===== src/fas_cfg.svh =====
`ifndef FAS_CFG_SVH
`define FAS_CFG_SVH

// word sizes of the sample and coefficient paths
`define FAS_SAMPLE_W 16
`define FAS_COEF_W   16

// filter length
`define FAS_TAPS 32

// coefs are Q1.15 so 15 fraction bits go after the sum
`define FAS_FRAC 15

// 32 products of 32 bits need 5 guard bits
`define FAS_ACC_W 37

`endif


===== src/fas_pkg.sv =====
`include "fas_cfg.svh"

package fas_pkg;

    typedef logic signed [`FAS_SAMPLE_W-1:0] sample_t;
    typedef logic signed [`FAS_COEF_W-1:0]   coef_t;
    typedef logic signed [`FAS_ACC_W-1:0]    acc_t;

    // early is the older of the two filtered samples
    typedef struct packed {
        sample_t early;
        sample_t late;
    } sample_pair_t;

    // symmetric low-pass taps
    // absolute sum is 29614, under 32768, so the rounded output never wraps
    localparam coef_t FIR_COEFS [`FAS_TAPS] = '{
        -16'sd30,   -16'sd50,   -16'sd70,   -16'sd75,
        -16'sd45,    16'sd35,    16'sd175,   16'sd375,
         16'sd638,   16'sd950,   16'sd1300,  16'sd1663,
         16'sd2000,  16'sd2288,  16'sd2500,  16'sd2613,
         16'sd2613,  16'sd2500,  16'sd2288,  16'sd2000,
         16'sd1663,  16'sd1300,  16'sd950,   16'sd638,
         16'sd375,   16'sd175,   16'sd35,   -16'sd45,
        -16'sd75,   -16'sd70,   -16'sd50,   -16'sd30
    };

endpackage


===== src/sample_intake.sv =====
`timescale 1ns/100ps

module sample_intake (
    input  logic             clk,
    input  logic             rst,
    input  logic             in_req,
    input  fas_pkg::sample_t in_data,
    input  logic             space,
    output logic             in_ack,
    output logic             smp_stb,
    output fas_pkg::sample_t smp_data
);

    logic accept;

    // fresh req, previous handshake closed, and room downstream
    assign accept = in_req && !in_ack && space;

    // slave side of the four-phase port
    always_ff @(posedge clk or posedge rst) begin
        if (rst) begin
            in_ack <= 1'b0;
        end else if (accept) begin
            in_ack <= 1'b1;
        end else if (!in_req) begin
            in_ack <= 1'b0;
        end
    end

    // one strobe per handshake
    always_ff @(posedge clk or posedge rst) begin
        if (rst) begin
            smp_stb <= 1'b0;
        end else begin
            smp_stb <= accept;
        end
    end

    // data is only sampled while req is up and ack still low
    always_ff @(posedge clk) begin
        if (accept) begin
            smp_data <= in_data;
        end
    end

endmodule


===== config.mk =====
export PLATFORM = sky130hd
export DESIGN_NAME = sample_intake
export DESIGN_NICKNAME = d
export VERILOG_FILES = /design/src/fas_pkg.sv /design/src/sample_intake.sv
export VERILOG_INCLUDE_DIRS = /design/src
export SDC_FILE = /design/constraint.sdc
export NUM_CORES = 1
export LEC_CHECK = 0
export BUFFER_PORTS_ARGS = -buffer_cell sky130_fd_sc_hd__buf_4
export CORE_MARGIN = 1
export CORE_UTILIZATION = 41
export CTS_BUF_LIST = sky130_fd_sc_hd__clkbuf_8
export DETAILED_ROUTE_END_ITERATION = 8
export GPL_TIMING_DRIVEN = 0
export PLACE_DENSITY = 0.8
export SKIP_CTS_REPAIR_TIMING = 1
export SLEW_MARGIN = 10
export SYNTH_ARGS = -nofsm -noshare
export SYNTH_HDL_FRONTEND = slang
export SYNTH_SLANG_ARGS = --single-unit

===== constraint.sdc =====
create_clock -name clk -period 1.65 [get_ports clk]
set_clock_uncertainty 0.05 [all_clocks]
set_input_delay 0.165 -clock clk [delete_from_list [all_inputs] [get_ports clk]]
set_output_delay 0.165 -clock clk [all_outputs]
set_load 0.005 [all_outputs]

==> flow_summary.yaml <==
layout:
  instances_no_fill: 77
  fillers: 79
  layout-drive-gt1-share: 0.651
  final_area_um2: 911
  num_antenna_cells: 0
  syn_to_final_growth_pct: 65.5
  finalNetCount: 84
clock_network:
  ctsHtreeMaxLevel: 1
  cts.clk_slew.worst_paths_ns: 0.07
  cts_tree: "done"
  cts_inserted_buffers: 3
  clockBufferDepth: 2
  cts_sinks: 18
  clock_latency_ns: 0.25
  root_buffer: "clkbuf_8"
sta:
  slew_headroom: 0.534
  worst_slack_ns: 0.159
  finalCritPeriodShare: 0.903
  setup_viol: 0
  max_clock_freq_mhz: 671
  rsz0062_at_grt: "no"
  timing.setup.tns_ns: 0
  tightest_slew_ns: 0.700
  fin_crit_ns: 1.49
  hold_violations: 0
  finalMaxSlewViolations: 0
logic_synthesis:
  synth.cell_area_um2: 551
  yosysUniqueCellTypes: 5
  synthesis.nets: 41
  ys_seq_area_frac: 0.964
  synth.ff_latch_count: 18
  synthCells: 21
  synth.avg_cell_area_um2: 26.2
  yosysWarnings: 0
worst_setup_path:
  worst_ep_arrival_time_ns: 1.32
  slowest_delay_ns: 0.68
  crit_fanout: 17
  cp_slowest_cell: "and3b_1"
  start_kind: "flip-flop"
  path_delay_family: "simple AND/OR/NAND/NOR gates"
  reg2regPathDepth: 1
  required_ns: 1.48
  crit_chain: "and3b_1"
  critical_path_buf_inv_count: 0
  critPathKind: "flip-flop to flip-flop"
  crit_cells: 1
  crit_path_end_kind: "flip-flop"
global_routing:
  grt_pass1_wl_um: 1390
  track_usage: 0.153
  antenna_found_initial: 0
  grt_overflow_total: 0
  grt_max_degree: 18
  grt_pass1_vias: 334
detailed_routing:
  drt_first_pass_iters: 2
  wirelength_um: 1080
  detail-route-antenna-nets: 0
  drt-wirelength-per-cell_um: 14.0
  drtIter0Drc: 2
  vias: 344
  vias_per_cell: 4.47
  drcViolationCount: 0
placed_design:
  dp_worst_setup_slack_ns: 0.163
  io_buffer_count: 37
  dpl_cell_area_um2: 846
  post-place-cells: 72
  place_congestion: 0.605
pwr:
  ir_drop_v: 0.000752
  cellPowerDensity_mw_per_mm2: 1040
  leakagePower_nw: 0.399
floorplan:
  die_x_um: 38.6
  die_h_um: 38.6
  ios: 38
  fp.coreArea_mm2: 0.00117
  dieArea_mm2: 0.00149
  initial_utilization: 0.470
  row_count: 12
job:
  max_cap_violations: 0
worst_hold_path:
  hold_path_depth: 1
  hp-class: "primary input to flip-flop"
outcome:
  status: "finished clean"
[Yosys cell counts]
cell type  number  area, µm²
and3b_1         1       8.76
dfrtp_1         2       50.1
edfxtp_1       16        480
inv_1           1       3.75
o21a_1          1       7.51
[state kept, by name, indices dropped and copies added (netlist names)]
register	flops
in_ack	1
smp_data	16
smp_stb	1
[worst paths after layout]
kind / start / to / slack [ns]
worst max-delay path: in_ack$_DFFE_PP0P_ / smp_data[15]$_DFFE_PP_ / 0.16
worst min-delay path: in_data[3] / smp_data[3]$_DFFE_PP_ / 0.04
worst max register to register: in_ack$_DFFE_PP0P_ / smp_data[15]$_DFFE_PP_ / 0.16
worst min register to register: in_ack$_DFFE_PP0P_ / in_ack$_DFFE_PP0P_ / 0.47
max in group asynchronous: rst / in_ack$_DFFE_PP0P_ / 1.17
min in group asynchronous: rst / smp_stb$_DFF_PP0_ / 0.27
[layout make-up]
| type | count | area (µm²) | area share |
|---|---|---|---|
| Timing Repair Buffer | 38 | 288 | 0.316 |
| Multi-Input combinational cell | 2 | 16.3 | 0.0179 |
| Sequential cell | 18 | 531 | 0.582 |
| Inverter | 1 | 3.75 | 0.00412 |
| Tap cell | 14 | 17.5 | 0.0192 |
| Clock buffer | 4 | 55.1 | 0.0604 |
[per-layer routing]
metal / GRT usage / part of all wire / wire [µm]
met4: 0.103 / 0 / 0
met1: 0.149 / 0.31 / 336
met2: 0.292 / 0.63 / 682
met5: 0 / 0 / 0
met3: 0.0173 / 0.057 / 62
[per-stage QoR]
| step | util | hold WS (ns) | total power, W |
|---|---|---|---|
| 6_report | 0.778 | 0.0377 | 0.000944 |
| 3_3_place_gp | 0.722 | -0.0273 | 0.000602 |
| 4_1_cts | 0.769 | -0.295 | 0.000950 |
| 3_5_place_dp | 0.722 | -0.0224 | 0.000606 |
| 2_1_floorplan | - | -0.144 | 0.000544 |
| 5_1_grt | 0.778 | 0.0277 | 0.000979 |
[layout by cell type, fill, tap and decap left out]
cell type,synthesis,layout
buf_4,0,37
dfrtp_1,2,2
edfxtp_1,16,16
inv_1,1,1
and3b_1,1,1
o21a_1,1,1
dlygate4sd3_1,0,1
clkbuf_8,0,4
[kinds of logic (layout without fill, tap and decap cells)]
family / count (synthesis) / count (layout) / synth area share
AO/OA/AOI/OAI: 1 / 1 / 0.0136
buffers and inverters: 1 / 43 / 0.00681
flip-flops: 18 / 18 / 0.964
AND/OR/NAND/NOR: 1 / 1 / 0.0159
[report_power, final]
group	internal (W)	switching (W)
clock network	0.000211	0.000135
registers	0.000518	0.00000530
logic	0.0000505	0.0000237
(Power assumes the default switching activity.)
