**src/fas_cfg.svh**
```systemverilog
`ifndef FAS_CFG_SVH
`define FAS_CFG_SVH

// word sizes of the sample and coefficient paths
`define FAS_SAMPLE_W 16
`define FAS_COEF_W   16

// filter length
`define FAS_TAPS 32

// coefs are Q1.15 so 15 fraction bits go after the sum
`define FAS_FRAC 15

// 32 products of 32 bits need 5 guard bits
`define FAS_ACC_W 37

`endif

```
**src/fas_pkg.sv**
```systemverilog
`include "fas_cfg.svh"

package fas_pkg;

    typedef logic signed [`FAS_SAMPLE_W-1:0] sample_t;
    typedef logic signed [`FAS_COEF_W-1:0]   coef_t;
    typedef logic signed [`FAS_ACC_W-1:0]    acc_t;

    // early is the older of the two filtered samples
    typedef struct packed {
        sample_t early;
        sample_t late;
    } sample_pair_t;

    // symmetric low-pass taps
    // absolute sum is 29614, under 32768, so the rounded output never wraps
    localparam coef_t FIR_COEFS [`FAS_TAPS] = '{
        -16'sd30,   -16'sd50,   -16'sd70,   -16'sd75,
        -16'sd45,    16'sd35,    16'sd175,   16'sd375,
         16'sd638,   16'sd950,   16'sd1300,  16'sd1663,
         16'sd2000,  16'sd2288,  16'sd2500,  16'sd2613,
         16'sd2613,  16'sd2500,  16'sd2288,  16'sd2000,
         16'sd1663,  16'sd1300,  16'sd950,   16'sd638,
         16'sd375,   16'sd175,   16'sd35,   -16'sd45,
        -16'sd75,   -16'sd70,   -16'sd50,   -16'sd30
    };

endpackage

```
**src/pair_packer.sv**
```systemverilog
`timescale 1ns/100ps

module pair_packer (
    input  logic             clk,
    input  logic             rst,
    input  logic             filt_stb,
    input  fas_pkg::sample_t filt_data,
    input  logic             out_ack,
    output logic             out_req,
    output fas_pkg::sample_t out_early,
    output fas_pkg::sample_t out_late,
    output logic             space
);

    import fas_pkg::*;

    // output handshake FSM
    typedef enum logic [1:0] {
        st_empty,
        st_loaded,
        st_req,
        st_release
    } pk_state_t;

    pk_state_t    state;
    logic         phase;
    logic         complete;
    sample_t      early_q;
    sample_pair_t pair_q;

    // second sample of a pair
    assign complete = filt_stb && phase;

    // phase high means the early half waits for its partner
    always_ff @(posedge clk or posedge rst) begin
        if (rst) begin
            phase <= 1'b0;
        end else if (filt_stb) begin
            phase <= !phase;
        end
    end

    always_ff @(posedge clk) begin
        if (filt_stb && !phase) begin
            early_q <= filt_data;
        end
    end

    // pair stays put until the handshake has fully closed
    always_ff @(posedge clk) begin
        if (complete) begin
            pair_q.early <= early_q;
            pair_q.late  <= filt_data;
        end
    end

    always_ff @(posedge clk or posedge rst) begin
        if (rst) begin
            state   <= st_empty;
            out_req <= 1'b0;
        end else begin
            case (state)
                st_empty: begin
                    if (complete) begin
                        state <= st_loaded;
                    end
                end
                st_loaded: begin
                    // never raise req on top of a stale ack
                    if (!out_ack) begin
                        out_req <= 1'b1;
                        state   <= st_req;
                    end
                end
                st_req: begin
                    if (out_ack) begin
                        out_req <= 1'b0;
                        state   <= st_release;
                    end
                end
                st_release: begin
                    if (!out_ack) begin
                        state <= st_empty;
                    end
                end
                default: begin
                    out_req <= 1'b0;
                    state   <= st_empty;
                end
            endcase
        end
    end

    // intake stalls as soon as a full pair is held
    assign space = (state == st_empty);

    assign out_early = pair_q.early;
    assign out_late  = pair_q.late;

endmodule

```
**config.mk**
```make
export PLATFORM = sky130hd
export DESIGN_NAME = pair_packer
export DESIGN_NICKNAME = d
export VERILOG_FILES = /design/src/fas_pkg.sv /design/src/pair_packer.sv
export VERILOG_INCLUDE_DIRS = /design/src
export SDC_FILE = /design/constraint.sdc
export NUM_CORES = 1
export LEC_CHECK = 0
export BUFFER_PORTS_ARGS = -buffer_cell sky130_fd_sc_hd__clkbuf_2
export CAP_MARGIN = 40
export CORE_UTILIZATION = 53
export DETAILED_ROUTE_END_ITERATION = 6
export PLACE_DENSITY = 0.83
export SLEW_MARGIN = 40
export SYNTH_ARGS = -nofsm -noshare
export SYNTH_HDL_FRONTEND = slang
export SYNTH_SLANG_ARGS = --single-unit
```
**constraint.sdc**
```tcl
create_clock -name clk -period 3.5 [get_ports clk]
set_input_delay 0.35 -clock clk [delete_from_list [all_inputs] [get_ports clk]]
set_output_delay 0.35 -clock clk [all_outputs]
set_load 0.005 [all_outputs]
```
==> results.txt, run 1 <==
Switching Share: 0.2496
Cell taking the most area after synthesis: edfxtp_1
Crit end category: flip-flop
Number of gates resized after CTS: 0
IO Pins: 54
Skew final: 0.007266 ns
Critical Path Start Type: flip-flop
Cell Rows: 20
WL/cell: 12.66 um
Arrival @ worst endpoint: 1.90 ns
Post-synth EDFFs: 48
H-tree Lvls: 2
Sequential Power Share: 0.594
Clock power frac: 0.208
DP Cell Count: 172
Hold/Removal Path Class: in -> reg
Clock tree from TritonCTS: done
Placed cell areas: 2046 sq um
Max Root-Sink Buffers: 2
Number of DRC markers in iteration 0: 18
Yosys warning count: 0
Highest clock rate: 603.7 MHz
Die Ht: 58.93 um
Synth top area share: 0.8390
TNS Setup: 0 ns
Clock Pin Slew Worst Setup and Hold Paths: 0.13 ns
Combinational Power Share: 0.198
Yosys reg bits: 52
Cts bufs inserted: 5
Seq/Total Area, Yosys: 0.8973
Reg2reg start: state[1]
Vias in the first global route: 761
Nets: 161
Final std cells w/o fill: 181
Headroom to the max-slew limit: 0.5729
Reg2Reg Setup Slack: 1.84 ns
Internal power: 1.120 mW
Area contributors post-synth: edfxtp_1, dfrtp_1, ha_1, inv_1, a221oi_2
Initial antenna violation count: 0
Residual DRC: 0
Via Count: 847
Core area: 3053 sq um
Crit path launch: state[1]
Die ar.: 3473 sq um
Cell area after synthesis: 1718 sq um
Layout cells sized above 1: 0.4672
Clk_lat worst skew: 0.35 ns
Max-cap check violation count: 0
Fin Hold WS: 0.1767 ns
RSZ-0062 raised after global routing: no
GRT overflow: 0
P&R area growth vs syn: 24.11%
Placer Congestion: 0.6694
Worst VDD drop: 0.3487 mV
Largest net degree at the start of global routing: 33
Outcome: completed
Mean Syn Cell Area: 23.21 sq um
Initial Util: 0.5627
First-pass GRT wire length: 3401 um
Final Hold Fails: 0
Cts hold-fix bufs: 1
Ant. Diodes: 0
Final cycle utilization of the critical path: 0.4733
DRT Pass-1 Iters: 2
Synthesized Nets: 99
Synth async-reset ratio: 0.07692
Main flop type after synthesis: edfxtp_1
Final slew viol count: 0
GRT Util Overall: 0.1454
Post CTS Setup Buffer Count: 0
Vias/cell: 4.680
FF-to-FF path depth: 5
Final wirelength: 2291 um
R2r endpoint: state[1]
Die X: 58.93 um
Pwr per Cell Area: 700.4 nW/um^2
DPL Wire Length: 1677 um
Period minus WS final: 1.657 ns
Sw Pwr: 372.7 uW
Setup Viol. Count Final: 0
Leak pwr: 0.8634 nW
Post-route antenna net violation count: 0
Crit Path Class: reg -> reg
Yosys cell types: 15
# fillers: 211
Slew at the pin with the worst max-slew slack: 0.6397 ns
Syn Inst Count: 74
Final instance area: 2132 sq um
Clk sinks: 52
# port buffers: 53
Crit path to: state[1]
CP max FO: 5
Root Driver: clkbuf_4
Worst Path Required: 3.74 ns
## flip-flops by register name, indices dropped and copies added (netlist names)
register and cells:
early_q 16, out_early 16, out_late 16, state 2, out_req 1, phase 1
## worst max-delay path, stage by stage, from the launching register on
cell and delay [ns]:
dfrtp_1 0.44, inv_1 0.09, ha_1 0.23, o21a_1 0.22, a221oi_2 0.22, mux2_1 0.36
## cells by family (layout without fill, tap and decap cells)
logic type      Yosys count  count (layout)  synth area share
fa+ha+maj                 5               5           0.03642
xor+xnor                  1               1          0.005099
compound gates            5               5           0.02767
buf+inv                   5              68           0.01093
flops                    52              52            0.8973
mux                       2               2           0.01238
simple gates              4               4           0.01020
## placed cells by master (no fill, tap or decap), drive strengths merged, types with 2 or more instances in the layout
cell type and instances:
clkbuf 59, dfrtp 4, edfxtp 48, ha 5
inv 5, nand2 2
## cell type report
class                   instances  area [sq um]  share of cell area
clock buffers                   6         41.29             0.01937
clock inverters                 2         35.03             0.01643
inverters                       5         18.77            0.008803
multi-input cells              17         157.7             0.07394
flip-flops and latches         52          1541              0.7230
well taps                      44         55.05             0.02582
repair buffers                 55         282.8              0.1326
## power by group through the flow
| stage | Clock [mW] | Combinational, mW | Sequential, mW |
|---|---|---|---|
| 2_1_floorplan | 0 | 0.156 | 0.906 |
| 3_3_place_gp | 0 | 0.281 | 0.897 |
| 3_5_place_dp | 0 | 0.298 | 0.905 |
| 4_1_cts | 0.322 | 0.300 | 0.890 |
| 5_1_grt | 0.347 | 0.329 | 0.899 |
| 6_report | 0.310 | 0.296 | 0.887 |
## synthesized netlist by cell type, drive strengths merged, types with 2 or more instances
cell type / n
inv: 5
ha: 5
edfxtp: 48
nand2: 2
dfrtp: 4
## worst min-delay path by stage
stage	startpoint	to	depth (start not counted)
6_report	filt_data[14]	out_late[14]	1
5_1_grt	filt_data[14]	out_late[14]	1
4_1_cts	filt_data[14]	out_late[14]	1
3_5_place_dp	rst	phase	2
3_3_place_gp	rst	phase	2
2_1_floorplan	rst	out_req	1
## metal layers
layer  global-route usage  up-vias  routed length (um)
met2               0.2289       37                1145
li1                     -      404                   -
met1               0.1559      401                 921
met3              0.08571        5                 180
met4              0.07143        0                  44
met5                    0        -                   0
## metrics by stage
stage	total power [mW]	setup slack, ns	util
final	1.493	1.843	0.6984
after global routing	1.575	1.751	0.6984
after CTS	1.512	1.852	0.6984
after detailed placement	1.203	1.869	0.6701
after global placement	1.178	1.741	0.6701
after floorplan	1.062	1.965	-
Note: power is estimated with default switching activity, not from simulation.
==> run 2, diff against run 1 <==
--- a/config.mk
+++ b/config.mk
@@ -8,9 +8,9 @@
 export LEC_CHECK = 0
 export BUFFER_PORTS_ARGS = -buffer_cell sky130_fd_sc_hd__clkbuf_2
 export CAP_MARGIN = 40
-export CORE_UTILIZATION = 53
+export CORE_UTILIZATION = 44
 export DETAILED_ROUTE_END_ITERATION = 6
-export PLACE_DENSITY = 0.83
+export PLACE_DENSITY = 0.74
 export SLEW_MARGIN = 40
 export SYNTH_ARGS = -nofsm -noshare
 export SYNTH_HDL_FRONTEND = slang
==> constraint.sdc (replaced) <==
create_clock -name clk -period 1.5 [get_ports clk]
set_input_delay 0.15 -clock clk [delete_from_list [all_inputs] [get_ports clk]]
set_output_delay 0.15 -clock clk [all_outputs]
set_load 0.005 [all_outputs]
==> results.txt, run 2 (same netlist as run 1, synthesis figures left out) <==
Initial Util: 0.4623
Pwr per Cell Area: 1636 nW/um^2
Layout cells sized above 1: 0.5069
Core area: 3716 sq um
Outcome: finished, violations left
Commonest non-fill, non-tap cell in the layout: clkbuf_2
IO Pins: 54
CP top delay family: flip-flops
Nets: 168
# fillers: 297
Arrival @ worst endpoint: 1.71 ns
Slew at the pin with the worst max-slew slack: 0.2599 ns
Final wirelength: 2337 um
Vias in the first global route: 767
Clock Pin Slew Worst Setup and Hold Paths: 0.08 ns
Clock tree from TritonCTS: done
Cell Rows: 22
Max Root-Sink Buffers: 2
Vias/cell: 4.396
Ant. Diodes: 0
Largest net degree at the start of global routing: 30
GRT overflow: 0
Crit Path Class: reg -> reg
First-pass GRT wire length: 3450 um
Via Count: 844
Final Hold Fails: 0
Crit end category: flip-flop
FF-to-FF path depth: 4
RSZ-0062 raised after global routing: yes
Worst Hold Launch: filt_data[8]
WHS Path Cells: 1
Leak pwr: 0.8971 nW
Hold/Removal Path Class: in -> reg
DRT Pass-1 Iters: 4
Die X: 64.49 um
Die ar.: 4158 sq um
Hold EP: early_q[8]
Commonest cells after routing, fill and taps aside: clkbuf_2, edfxtp_1, buf_4
Reg2Reg Setup Slack: -0.04 ns
Cts bufs inserted: 5
CP bufs+invs: 1
Setup Viol. Count Final: 1
Crit path cell chain: buf_4 > ha_2 > a221oi_2 > mux2_1
Final worst slack: -0.03506 ns
Final core utilization: 0.5966
Critical Path Start Type: flip-flop
Initial antenna violation count: 0
Reg2reg start: state[1]
DPL Wire Length: 1695 um
Worst Path Required: 1.68 ns
Fin Hold WS: 0.04203 ns
Failing checks: negative setup slack
Max stage delay on crit path: 0.42 ns
R2r endpoint: state[1]
# port buffers: 53
Headroom to the max-slew limit: 0.8268
Die Ht: 64.49 um
H-tree Lvls: 2
Residual DRC: 0
Clk sinks: 52
Max-cap check violation count: 0
Overall power: 3.627 mW
Post-route antenna net violation count: 0
CP max FO: 4
Final slew viol count: 0
Period minus WS final: 1.535 ns
Slowest stage cell on the critical path: dfrtp_1
Placer Congestion: 0.7294
Clk_lat worst skew: 0.29 ns
Number of DRC markers in iteration 0: 63
Highest clock rate: 651.4 MHz
Final cycle utilization of the critical path: 1.023
GRT Util Overall: 0.1195
Worst VDD drop: 0.8954 mV
Root Driver: clkbuf_8
WL/cell: 12.17 um
P&R area growth vs syn: 29.06%
Skew final: 0.003367 ns
==> run 2: cell types whose count changed in the layout (fill, tap and decap cells not counted), sizes merged <==
| cell | change |
|---|---|
| buf | +7 |
| bufinv | -1 |
| clkinvlp | +1 |
==> run 2: cell type report <==
cell class | instances | area, sq um | share of cell area
Timing Repair Buffer | 62 | 347.8 | 0.1569
Tap cell | 48 | 60.06 | 0.02709
Inverter | 5 | 18.77 | 0.008465
Sequential cell | 52 | 1541 | 0.6953
Clock buffer | 6 | 72.57 | 0.03273
Clock inverter | 2 | 11.26 | 0.005079
Multi-Input combinational cell | 17 | 165.2 | 0.07449
==> run 2: worst max path at each step <==
stage / from / endpoint / slack [ns] / cells past startpoint
2_1_floorplan: phase / out_early[0] / 0.02 / 2
3_3_place_gp: state[1] / state[1] / 0.02 / 5
3_5_place_dp: state[1] / state[1] / -0.06 / 5
4_1_cts: state[1] / state[1] / -0.03 / 4
5_1_grt: state[0] / state[1] / -0.1 / 4
6_report: state[1] / state[1] / -0.04 / 4
==> run 2: metrics by stage <==
step	TNS [ns]	cells	setup WS (ns)	area [sq um]
after floorplan	0	74	0.01606	1723
after global placement	0	180	0.01940	2098
final	-0.03506	192	-0.03506	2217
after global routing	-0.09546	192	-0.09546	2217
after CTS	-0.02521	190	-0.02521	2202
after detailed placement	-0.05967	180	-0.05967	2098
==> run 2: repair_timing <==
| item | in CTS | in global routing |
|---|---|---|
| pin swaps | 2 | 1 |
| cloned | 0 | 0 |
| endpoints found under the setup margin | 1 | 1 |
| hold buffers | 1 | 0 |
| gates resized for setup | 2 | 0 |
| endpoints found under the hold margin | 4 | 0 |
| buffers inserted | 1 | 2 |
==> run 2: routing by layer <==
metal / up-vias / wire (um) / global-route usage
met1: 381 / 1028 / 0.1467
met2: 43 / 1085 / 0.1803
met4: 0 / 48 / 0.07500
met3: 4 / 175 / 0.04225
met5: - / 0 / 0
li1: 416 / - / -
==> run 2: report_power, final <==
part / total (mW) / switching (mW) / internal, mW
Sequential: 2.07 / 0.107 / 1.96
Combinational: 0.836 / 0.409 / 0.427
Clock: 0.725 / 0.402 / 0.323
Total: 3.63 / 0.918 / 2.71
==> run 2: worst register-to-register path: cells and delay by family, from the launching register on <==
kind                     cells  cell delay, ns
AO/OA/AOI/OAI                1            0.32
adder cells (fa/ha/maj)      1            0.17
buffers and inverters        1            0.15
flip-flops                   1            0.42
multiplexers                 1            0.36
